### src/mips_config.svh
`ifndef MIPS_CONFIG_SVH
`define MIPS_CONFIG_SVH

// boot address, the kseg1 rom base
`define MIPS_RESET_VECTOR 32'hBFC0_0000

// jumping here ends the program
`define MIPS_HALT_ADDR 32'h0000_0000

`define MIPS_NUM_REGS 32   // architectural gprs

// data and address path width
`define MIPS_XLEN 32

`endif
### src/mips_pkg.sv
`include "mips_config.svh"

package mips_pkg;

  // instruction phases, one instruction at a time
  typedef enum logic [2:0] {
    FETCH  = 3'd0,
    DECODE = 3'd1,
    MEM    = 3'd2,   // lw/sw only
    EXEC   = 3'd3,
    HALTED = 3'd4    // also the start slot right after reset
  } cpu_state_t;

  typedef enum logic [2:0] {
    ALU_ADD = 3'd0,
    ALU_SUB = 3'd1,
    ALU_AND = 3'd2,
    ALU_OR  = 3'd3,
    ALU_SLT = 3'd4
  } alu_op_t;

  typedef struct packed {
    logic [5:0] opcode;
    logic [4:0] rs;
    logic [4:0] rt;
    logic [4:0] rd;
    logic [4:0] shamt;
    logic [5:0] funct;
  } r_fmt_t;

  typedef struct packed {
    logic [5:0]  opcode;
    logic [4:0]  rs;
    logic [4:0]  rt;
    logic [15:0] imm;
  } i_fmt_t;

  // same word, register or immediate layout
  typedef union packed {
    r_fmt_t r;
    i_fmt_t i;
  } instr_u;

  typedef struct packed {
    alu_op_t alu_op;
    logic    use_imm;     // operand b from the immediate
    logic    zero_ext;    // ori style immediate
    logic    upper_imm;   // lui, imm placed in the high half
    logic    is_load;
    logic    is_store;
    logic    reg_write;
    logic    dest_is_rt;  // i-type writes rt, r-type writes rd
    logic    is_beq;
    logic    is_bne;
    logic    is_jump;
    logic    is_jr;
  } ctrl_t;

  typedef struct packed {
    logic [`MIPS_XLEN-1:0] addr;
    logic [`MIPS_XLEN-1:0] wdata;
    logic                  read;
    logic                  write;
  } bus_req_t;

  typedef struct packed {
    logic                  we;
    logic [4:0]            idx;
    logic [`MIPS_XLEN-1:0] data;
  } wb_t;

endpackage

### src/mips_cpu_bus.sv
`timescale 1ns/100ps
`include "mips_config.svh"

module mips_cpu_bus (
  input  logic                  clk,
  input  logic                  reset,
  output logic                  active,
  output logic [`MIPS_XLEN-1:0] register_v0,

  // avalon master
  output logic [`MIPS_XLEN-1:0]   address,
  output logic                    write,
  output logic                    read,
  input  logic                    waitrequest,
  output logic [`MIPS_XLEN-1:0]   writedata,
  output logic [`MIPS_XLEN/8-1:0] byteenable,
  input  logic [`MIPS_XLEN-1:0]   readdata
);

  mips_pkg::cpu_state_t  state;
  mips_pkg::ctrl_t       ctrl;
  mips_pkg::bus_req_t    fetch_req, data_req;
  mips_pkg::instr_u      instr;
  mips_pkg::wb_t         wb;
  logic [`MIPS_XLEN-1:0] pc, rs_data, rt_data, load_data;
  logic                  bus_done, mem_phase;

  mips_sequencer seq_i (
    .clk, .reset, .pc, .ctrl, .bus_done,
    .state, .active, .fetch_req, .mem_phase
  );

  // shared port, data side wins
  mips_bus_unit bus_i (
    .clk, .reset, .fetch_req, .data_req,
    .address, .writedata, .read, .write, .byteenable,
    .waitrequest, .readdata, .bus_done, .instr, .load_data
  );

  mips_decoder dec_i (.instr, .ctrl);

  mips_regfile rf_i (
    .clk, .reset, .instr, .wb, .rs_data, .rt_data, .register_v0
  );

  mips_execute ex_i (
    .clk, .reset, .state, .instr, .ctrl, .rs_data, .rt_data, .load_data,
    .mem_phase, .pc, .data_req, .wb
  );

endmodule

### src/mips_execute.sv
`timescale 1ns/100ps
`include "mips_config.svh"

module mips_execute (
  input  logic                  clk,
  input  logic                  reset,
  input  mips_pkg::cpu_state_t  state,
  input  mips_pkg::instr_u      instr,
  input  mips_pkg::ctrl_t       ctrl,
  input  logic [`MIPS_XLEN-1:0] rs_data,
  input  logic [`MIPS_XLEN-1:0] rt_data,
  input  logic [`MIPS_XLEN-1:0] load_data,
  input  logic                  mem_phase,
  output logic [`MIPS_XLEN-1:0] pc,
  output mips_pkg::bus_req_t    data_req,
  output mips_pkg::wb_t         wb
);

  logic [`MIPS_XLEN-1:0] imm_sx, imm_ext, op_a, op_b, alu_res;
  logic [`MIPS_XLEN-1:0] pc_plus4, br_target, j_target, next_pc;
  logic                  taken;

  assign imm_sx  = {{16{instr.i.imm[15]}}, instr.i.imm};
  assign imm_ext = ctrl.upper_imm ? {instr.i.imm, 16'h0000} :
                   ctrl.zero_ext  ? {16'h0000, instr.i.imm} : imm_sx;

  assign op_a = ctrl.upper_imm ? '0 : rs_data;  // lui ignores rs
  assign op_b = ctrl.use_imm ? imm_ext : rt_data;

  always_comb begin
    case (ctrl.alu_op)
      mips_pkg::ALU_SUB: alu_res = op_a - op_b;
      mips_pkg::ALU_AND: alu_res = op_a & op_b;
      mips_pkg::ALU_OR:  alu_res = op_a | op_b;
      mips_pkg::ALU_SLT: alu_res = {31'd0, $signed(op_a) < $signed(op_b)};
      default:           alu_res = op_a + op_b;  // add, also the lw/sw address
    endcase
  end

  // load/store request, only during MEM
  always_comb begin
    data_req.addr  = {alu_res[`MIPS_XLEN-1:2], 2'b00};
    data_req.wdata = rt_data;
    data_req.read  = mem_phase && ctrl.is_load;
    data_req.write = mem_phase && ctrl.is_store;
  end

  // next pc, no delay slot
  assign pc_plus4  = pc + 32'd4;
  assign br_target = pc_plus4 + {imm_sx[`MIPS_XLEN-3:0], 2'b00};
  assign j_target  = {pc_plus4[31:28], instr.i.rs, instr.i.rt, instr.i.imm, 2'b00};  // low 26 bits
  assign taken     = (ctrl.is_beq && (rs_data == rt_data)) ||
                     (ctrl.is_bne && (rs_data != rt_data));

  always_comb begin
    if (ctrl.is_jr)
      next_pc = rs_data;
    else if (ctrl.is_jump)
      next_pc = j_target;
    else if (taken)
      next_pc = br_target;
    else
      next_pc = pc_plus4;
  end

  always_ff @(posedge clk) begin
    if (reset)
      pc <= `MIPS_RESET_VECTOR;
    else if (state == mips_pkg::EXEC)
      pc <= next_pc;
  end

  // writeback, only in the exec cycle
  always_comb begin
    wb.we   = (state == mips_pkg::EXEC) && ctrl.reg_write;
    wb.idx  = ctrl.dest_is_rt ? instr.i.rt : instr.r.rd;
    wb.data = ctrl.is_load ? load_data : alu_res;
  end

endmodule

### src/mips_regfile.sv
`timescale 1ns/100ps
`include "mips_config.svh"

module mips_regfile (
  input  logic                  clk,
  input  logic                  reset,
  input  mips_pkg::instr_u      instr,
  input  mips_pkg::wb_t         wb,
  output logic [`MIPS_XLEN-1:0] rs_data,
  output logic [`MIPS_XLEN-1:0] rt_data,
  output logic [`MIPS_XLEN-1:0] register_v0
);

  logic [`MIPS_XLEN-1:0] regs [`MIPS_NUM_REGS];

  always_ff @(posedge clk) begin
    if (reset) begin
      for (int i = 0; i < `MIPS_NUM_REGS; i++)
        regs[i] <= '0;
    end else if (wb.we && (wb.idx != 5'd0)) begin
      regs[wb.idx] <= wb.data;  // r0 never written, stays zero
    end
  end

  // read ports straight from the instruction fields
  assign rs_data     = regs[instr.r.rs];
  assign rt_data     = regs[instr.r.rt];
  assign register_v0 = regs[2];

endmodule

### src/mips_decoder.sv
`timescale 1ns/100ps

module mips_decoder (
  input  mips_pkg::instr_u instr,
  output mips_pkg::ctrl_t  ctrl
);

  always_comb begin
    ctrl        = '0;  // unknown encodings become a nop
    ctrl.alu_op = mips_pkg::ALU_ADD;
    case (instr.i.opcode)
      6'h00: begin  // special, decode on funct
        case (instr.r.funct)
          6'h21: ctrl.reg_write = 1'b1;  // addu
          6'h23: begin  // subu
            ctrl.alu_op    = mips_pkg::ALU_SUB;
            ctrl.reg_write = 1'b1;
          end
          6'h24: begin  // and
            ctrl.alu_op    = mips_pkg::ALU_AND;
            ctrl.reg_write = 1'b1;
          end
          6'h25: begin  // or
            ctrl.alu_op    = mips_pkg::ALU_OR;
            ctrl.reg_write = 1'b1;
          end
          6'h2A: begin  // slt
            ctrl.alu_op    = mips_pkg::ALU_SLT;
            ctrl.reg_write = 1'b1;
          end
          6'h08: ctrl.is_jr = 1'b1;
          default: ;
        endcase
      end
      6'h02: ctrl.is_jump = 1'b1;  // j
      6'h04: ctrl.is_beq  = 1'b1;
      6'h05: ctrl.is_bne  = 1'b1;
      6'h09: begin  // addiu
        ctrl.use_imm    = 1'b1;
        ctrl.reg_write  = 1'b1;
        ctrl.dest_is_rt = 1'b1;
      end
      6'h0D: begin  // ori
        ctrl.alu_op     = mips_pkg::ALU_OR;
        ctrl.use_imm    = 1'b1;
        ctrl.zero_ext   = 1'b1;
        ctrl.reg_write  = 1'b1;
        ctrl.dest_is_rt = 1'b1;
      end
      6'h0F: begin  // lui, added to a zero operand
        ctrl.use_imm    = 1'b1;
        ctrl.upper_imm  = 1'b1;
        ctrl.reg_write  = 1'b1;
        ctrl.dest_is_rt = 1'b1;
      end
      6'h23: begin  // lw
        ctrl.use_imm    = 1'b1;
        ctrl.is_load    = 1'b1;
        ctrl.reg_write  = 1'b1;
        ctrl.dest_is_rt = 1'b1;
      end
      6'h2B: begin  // sw
        ctrl.use_imm  = 1'b1;
        ctrl.is_store = 1'b1;
      end
      default: ;
    endcase
  end

endmodule

### src/mips_bus_unit.sv
`timescale 1ns/100ps
`include "mips_config.svh"

module mips_bus_unit (
  input  logic                    clk,
  input  logic                    reset,
  input  mips_pkg::bus_req_t      fetch_req,
  input  mips_pkg::bus_req_t      data_req,
  output logic [`MIPS_XLEN-1:0]   address,
  output logic [`MIPS_XLEN-1:0]   writedata,
  output logic                    read,
  output logic                    write,
  output logic [`MIPS_XLEN/8-1:0] byteenable,
  input  logic                    waitrequest,
  input  logic [`MIPS_XLEN-1:0]   readdata,
  output logic                    bus_done,
  output mips_pkg::instr_u        instr,
  output logic [`MIPS_XLEN-1:0]   load_data
);

  mips_pkg::bus_req_t grant;   // winning request
  logic               data_sel;

  // fixed priority, the data side only asks during MEM
  assign data_sel = data_req.read || data_req.write;
  assign grant    = data_sel ? data_req : fetch_req;

  assign address    = grant.addr;
  assign writedata  = grant.wdata;
  assign read       = grant.read;
  assign write      = grant.write;
  assign byteenable = '1;  // word accesses only

  // transfer completes in the first cycle without waitrequest
  assign bus_done = (grant.read || grant.write) && !waitrequest;

  // instruction register, cleared to a nop word
  always_ff @(posedge clk) begin
    if (reset)
      instr <= '0;
    else if (bus_done && grant.read && !data_sel)
      instr <= readdata;
  end

  // load data register
  always_ff @(posedge clk) begin
    if (bus_done && grant.read && data_sel)
      load_data <= readdata;
  end

endmodule

### src/mips_sequencer.sv
`timescale 1ns/100ps
`include "mips_config.svh"

module mips_sequencer (
  input  logic                  clk,
  input  logic                  reset,
  input  logic [`MIPS_XLEN-1:0] pc,
  input  mips_pkg::ctrl_t       ctrl,
  input  logic                  bus_done,
  output mips_pkg::cpu_state_t  state,
  output logic                  active,
  output mips_pkg::bus_req_t    fetch_req,
  output logic                  mem_phase
);

  logic halt_hit;   // fetch would read the halt address

  assign halt_hit  = (state == mips_pkg::FETCH) && (pc == `MIPS_HALT_ADDR);
  assign mem_phase = (state == mips_pkg::MEM);

  // instruction fetch request, pc with read set
  always_comb begin
    fetch_req.addr  = pc;
    fetch_req.wdata = '0;
    fetch_req.read  = (state == mips_pkg::FETCH) && !halt_hit;  // no access at halt
    fetch_req.write = 1'b0;
  end

  always_ff @(posedge clk) begin
    if (reset) begin
      state  <= mips_pkg::HALTED;  // halted with active set = start slot
      active <= 1'b1;
    end else begin
      case (state)
        mips_pkg::FETCH: begin
          if (halt_hit) begin
            state  <= mips_pkg::HALTED;
            active <= 1'b0;  // sticky until reset
          end else if (bus_done) begin
            state <= mips_pkg::DECODE;
          end
        end
        mips_pkg::DECODE: begin
          // ctrl is valid here, instr was captured at the end of fetch
          if (ctrl.is_load || ctrl.is_store)
            state <= mips_pkg::MEM;
          else
            state <= mips_pkg::EXEC;
        end
        mips_pkg::MEM: begin
          if (bus_done)
            state <= mips_pkg::EXEC;  // load data lands this edge
        end
        mips_pkg::EXEC: state <= mips_pkg::FETCH;  // pc and rf update here
        mips_pkg::HALTED: begin
          if (active)
            state <= mips_pkg::FETCH;  // leaving reset
        end
        default: state <= mips_pkg::HALTED;
      endcase
    end
  end

endmodule

### config.mk
export PLATFORM = sky130hd
export DESIGN_NAME = mips_cpu_bus
export DESIGN_NICKNAME = d
export VERILOG_FILES = /design/src/mips_pkg.sv /design/src/mips_cpu_bus.sv /design/src/mips_execute.sv /design/src/mips_regfile.sv /design/src/mips_decoder.sv /design/src/mips_bus_unit.sv /design/src/mips_sequencer.sv
export VERILOG_INCLUDE_DIRS = /design/src /design/src/src
export SDC_FILE = /design/constraint.sdc
export NUM_CORES = 2
export LEC_CHECK = 0
export BUFFER_PORTS_ARGS = -buffer_cell sky130_fd_sc_hd__buf_4
export CORE_MARGIN = 1
export CORE_UTILIZATION = 47
export DETAILED_ROUTE_END_ITERATION = 7
export PLACE_DENSITY = 0.62
export SYNTH_ARGS = -nofsm -noshare
export SYNTH_HDL_FRONTEND = slang
export SYNTH_SLANG_ARGS = --single-unit
### constraint.sdc
create_clock -name clk -period 7.1 [get_ports clk]
set_input_delay 0.71 -clock clk [delete_from_list [all_inputs] [get_ports clk]]
set_output_delay 0.71 -clock clk [all_outputs]
set_load 0.02 [all_outputs]
Word-level counts from Yosys, hierarchy flattened
Memories as Yosys holds them, arrays and structs flattened. A register that Yosys moved wholly into a read port is not among the register bits.
Index checks and enable logic that the tools add are counted.
Widths: inputs -> output; s select.

operators by class
  add/sub/neg operators = 4
  reduce and logical (&&, ||, !) cells = 29
  bitwise logic cells = 2
  multiplexer cells = 44
  $lt $le $gt $ge = 1
  equality and inequality tests = 27

operator list
  kind                   count
  $mux 32                9
  $pmux 32 s4            1
  $mux 66                1
  $add 32x32->32         2
  $eq 6x6->1 const B     7
  $add 32x3->32 const B  1
  $and 32x32->32         1
  $eq 32x32->1           1
  $logic_not 32->1       1
  $lt 32x32->1           1
  $ne 32x32->1           1
  $or 32x32->32          1
  $reduce_or 32->1       1
  $sub 32x32->32         1
  $mux 5                 6
  $eq 6x4->1 const B     4
  $mux 1                 19
  $pmux 3 s5             1
  $eq 3x2->1 const B     4
  $eq 6x3->1 const B     2
  $logic_and 1x1->1      12
  $mux 3                 4
  $pmux 3 s4             1
  $reduce_or 5->1        2
  other kinds (16)       23

word-level totals
  memories = 1
  logic and storage cells = 113
  output and inout port bits = 103
  flip-flop bits (word level) = 100
  RAM bits = 1024

memories
  name       words  width  rd ports  clocked after Yosys merged registers in  wr ports  line                source
  rf_i.regs  32     32     3         2                                        32        mips_regfile.sv:14  logic [`MIPS_XLEN-1:0] regs [`MIPS_NUM_REGS];

Logic depth before layout (Yosys ltp)
  depth after elaboration = 14
  depth in mapped cells = 25

By module
Synthesis repeated with hierarchy kept, for this count alone.

unflattened totals
  cell total of the unflattened synthesis = 6497
  area, all modules = 70968.1 um2

by module, submodules not included
  module          seq. area each (um2)  instances  cells an instance  area an instance (um2)
  mips_regfile    30749.5               1          4605               56132.6
  mips_execute    640.6                 1          1498               10577.6
  mips_bus_unit   1601.5                1          254                3236.9
  mips_sequencer  80.1                  1          100                759.5
  mips_decoder    0.0                   1          40                 261.5

Least setup slack after synthesis
OpenSTA, ideal clock, no wires.

  path type = register to output
  from = register with a tool-made name
  to = output address[28]
  data arrival time = 5.076 ns
  path buffers = 4
  cell stages (with the launch flop) = 23
  data required time = 6.390 ns
  path slack = 1.314 ns
  cell sequence = dfxtp_1 > clkbuf_1 > clkbuf_1 > buf_2 > buf_2 > mux2i_1 > nand2_1 > nand3_1 > nand4_1 > a22o_1 > ha_1 > fa_1 > a21o_1 > a21oi_1 > o21ai_0 > nor4b_1 > o31ai_1 > a31oi_1 > a311oi_1 > o31ai_1 > a221o_1 > a221oi_1 > o21ai_0

RTL lines
  element        line                source
  end, declared  mips_cpu_bus.sv:11  output logic [`MIPS_XLEN-1:0] address,

==> summary.txt <==
Route
  • Routed WL per cell: 34.6 µm
  • Pre-antenna DRT Iters: 7
  • Routed WL: 274000 µm
  • DRC viols: 0
  • Initial DRC count: 8245
  • Antenna Nets Post-Route: 0
  • Avg Vias per Cell: 6.82
  • Vias: 54200

Floorplan
  • Die area: 0.140 mm²
  • Die height: 374 µm
  • Starting Density: 0.474
  • Floorplan row count: 136
  • Die Wd: 374 µm
  • Ports: 138
  • Core ar.: 0.137 mm²

Synth
  • Compound-Gate Fraction of Synth Area: 0.102
  • Mux contribution to synthesized area: 0.171
  • Avg Inst Size Synth: 11.0 µm²
  • Mapped Cells: 5900
  • Post-Synth Simple-Gate Area: 0.137
  • Cell area after synthesis: 0.0652 mm²
  • Netlist cell types: 83
  • Post-synthesis sequential area ratio: 0.511
  • Post-synth EDFFs: 1056
  • Post-Synth XOR/XNOR Area: 0.0118
  • Top-area cell type share of the netlist area: 0.487
  • Largest family of logic cells by synthesized area: multiplexers
  • Synthesized-area fraction occupied by adder cells: 0.0253
  • Synthesized flop and latch total: 1134
  • Yosys top cell by area: edfxtp_1
  • Syn. warnings: 0
  • Async SR Flop Fraction: 0
  • Main flop type after synthesis: edfxtp_1
  • Top post-synthesis cells by area: edfxtp_1 49%, mux4_2 8.8%, mux2i_1 8.2%

Critical path
  • Most used cell, CP: buf_4
  • Crit path launch type: flop
  • Bufs and invs on worst path: 7
  • Critical path, cell by cell: buf_8 > and2_4 > buf_16 > buf_6 > a22oi_1 > nand3_1 > nand4_1 > buf_6 > o21ai_1 > ha_1 > nor3_2 > nand2b_1 > or3_1 > o211a_1 > nor4_2 > buf_4 > o41ai_2 > a221o_1 > a221oi_1 > buf_4 > o21ai_0 > buf_4
  • CP endpoint kind: output pin
  • Crit path max-delay family: simple AND/OR/NAND/NOR gates
  • CP max-delay cell: dfxtp_4
  • Worst EP required: 6.39 ns
  • WS Path Type: reg -> out
  • Largest fanout on the critical path: 15
  • CP arrival: 6.35 ns
  • CP peak stage delay: 0.46 ns

Min path
  • Worst Hold Class: in -> reg

Placement
  • PortBufs: 133
  • Detailed placer's ending HPWL: 171000 µm
  • Dpl ws: 0.474 ns
  • Dpl cells: 7674
  • Placer's final routability congestion estimate: 1.00

Power
  • Static Leak: 26.4 nW
  • Power Density: 266 mW/mm²
  • VDD IR max: 0.284 mV

Layout
  • Nets: 6209
  • Share of post-route cells with drive strength above 1: 0.180
  • Most frequent cells in the layout: 1085 x nor2_1, 1056 x edfxtp_1, 525 x mux2i_1
  • Fillers: 11800
  • Area delta synth->final: 14.5%
  • Post-Layout Cell Count: 7940
  • Leading cell type in the layout, fill and taps excluded: nor2_1

Timing
  • Final Critical Period: 7.06 ns
  • Slew Limit Fails: 0
  • Final setup viols: 0
  • Relative slew slack: 0.105
  • Measured slew at the worst slew-check pin: 1.31 ns
  • Clock Skew: 0.0391 ns
  • RSZ-0062 raised after global routing: true
  • Highest clock rate: 142 MHz
  • Final worst slack: 0.0417 ns
  • Final hold vios: 0
  • Final Cycle Share: 0.994

Run status
  • Status: finished, final reports clean

Clock tree
  • TritonCTS Sinks: 1134
  • CTS tree: yes
  • CTS Buf Count: 120
  • CTS max path bufs: 3
  • CTS H-tree depth: 3
  • Clk pin slew, worst setup/hold paths: 0.06 ns
  • Clock Latency Late Sink: 0.79 ns
  • Root buffer cell: clkbuf_16

Flow run
  • Maxcap violations: 0

Global routing
  • Global-route wire length before repair: 375000 µm
  • Largest net degree at the start of global routing: 53
  • Vias in the first global route: 51500
  • GRT Total Usage: 0.379
  • Residual overflow from global routing: 0
  • Initial antenna violation count: 6
## metal layers
layer,wire length [µm],vias to the layer above,GRT usage,share of wire
met5,45,-,0,0.00016
met4,21900,6,0.259,0.080
met3,37000,1054,0.109,0.13
met2,119000,4241,0.575,0.44
met1,96000,26800,0.469,0.35
li1,-,22100,-,-
## what timing repair did
item,CTS,global route
hold buffers,0,0
setup endpoints to repair,9,14
resized for setup,16,47
pin swaps,3,5
setup buffers,14,18
gates cloned,2,8
## synth_stat cells, types with 13 or more instances
cell / number
ha_1: 127
edfxtp_1: 1056
o21ai_0: 138
and2_1: 53
nand3_1: 156
xor2_1: 47
a21oi_1: 314
nor3_1: 98
a31oi_1: 18
buf_6: 17
a21o_1: 21
inv_1: 121
nand4_1: 82
nor4_1: 20
and3_1: 20
mux4_2: 256
or3_1: 13
a22o_1: 19
o22ai_1: 20
buf_1: 21
nor2_1: 1094
nor2b_1: 23
dfxtp_1: 78
buf_2: 112
mux2i_1: 532
o21a_1: 33
o31ai_1: 16
o221ai_1: 24
clkbuf_1: 365
nand2b_1: 25
nand2_1: 463
a22oi_1: 269
xnor2_1: 41
## cells by family (layout without fill, tap and decap cells)
| group | after synthesis | after routing |
|---|---|---|
| AND/OR/NAND/NOR | 2095 | 2095 |
| flip-flops | 1134 | 1134 |
| AO/OA/AOI/OAI | 1011 | 1011 |
| multiplexers | 791 | 791 |
| buffers and inverters | 649 | 857 |
| adder cells (fa/ha/maj) | 130 | 130 |
| XOR/XNOR | 88 | 88 |
| other | 2 | 40 |
## final timing paths
check                              to  depth (start not counted)             from  slack (ns)
setup / recovery          address[28]                         22             flop        0.04
hold / removal    bus_i.load_data[30]                          1     readdata[30]        0.10
setup reg to reg     rf_i.regs[6][31]                         26             flop        0.88
hold reg to reg                  flop                          2  bus_i.instr[21]        0.49
## registers in the layout (all words and copies together), names as in the netlist, named ones only
name / cells
ex_i.pc: 32
seq_i.active: 1
bus_i.load_data: 32
rf_i.regs: 1024
bus_i.instr: 32
seq_i.state: 3
## where the power goes
group	internal [mW]	switching (mW)	total [mW]	leakage (nW)
logic	1.81	4.09	5.90	13.1
clock network	3.48	2.82	6.30	1.86
registers	7.51	0.152	7.66	11.5
## final cells by class
| class | instances | area [µm²] | share of cell area |
|---|---|---|---|
| Sequential cell | 1134 | 33300 | 0.446 |
| Multi-Input combinational cell | 4151 | 29900 | 0.401 |
| Timing Repair Buffer | 516 | 4860 | 0.0652 |
| Clock buffer | 153 | 3170 | 0.0425 |
| Tap cell | 1794 | 2240 | 0.0301 |
| Clock inverter | 67 | 666 | 0.00892 |
| Inverter | 121 | 454 | 0.00609 |
| Antenna cell | 4 | 10.0 | 0.000134 |
## through the flow
stage | hold WS, ns | TNS [ns] | util | cell area [µm²] | power (mW)
floorplan | 0.447 | 0 | - | 65300 | 10.9
global placement | 0.464 | 0 | 0.509 | 69900 | 13.3
detailed placement | 0.476 | 0 | 0.509 | 69900 | 13.4
CTS | 0.0761 | 0 | 0.539 | 74000 | 19.6
global route | 0.0889 | -0.0374 | 0.542 | 74600 | 20.3
finish | 0.104 | 0 | 0.542 | 74600 | 19.9
Note: power is estimated with default switching activity, not from simulation.
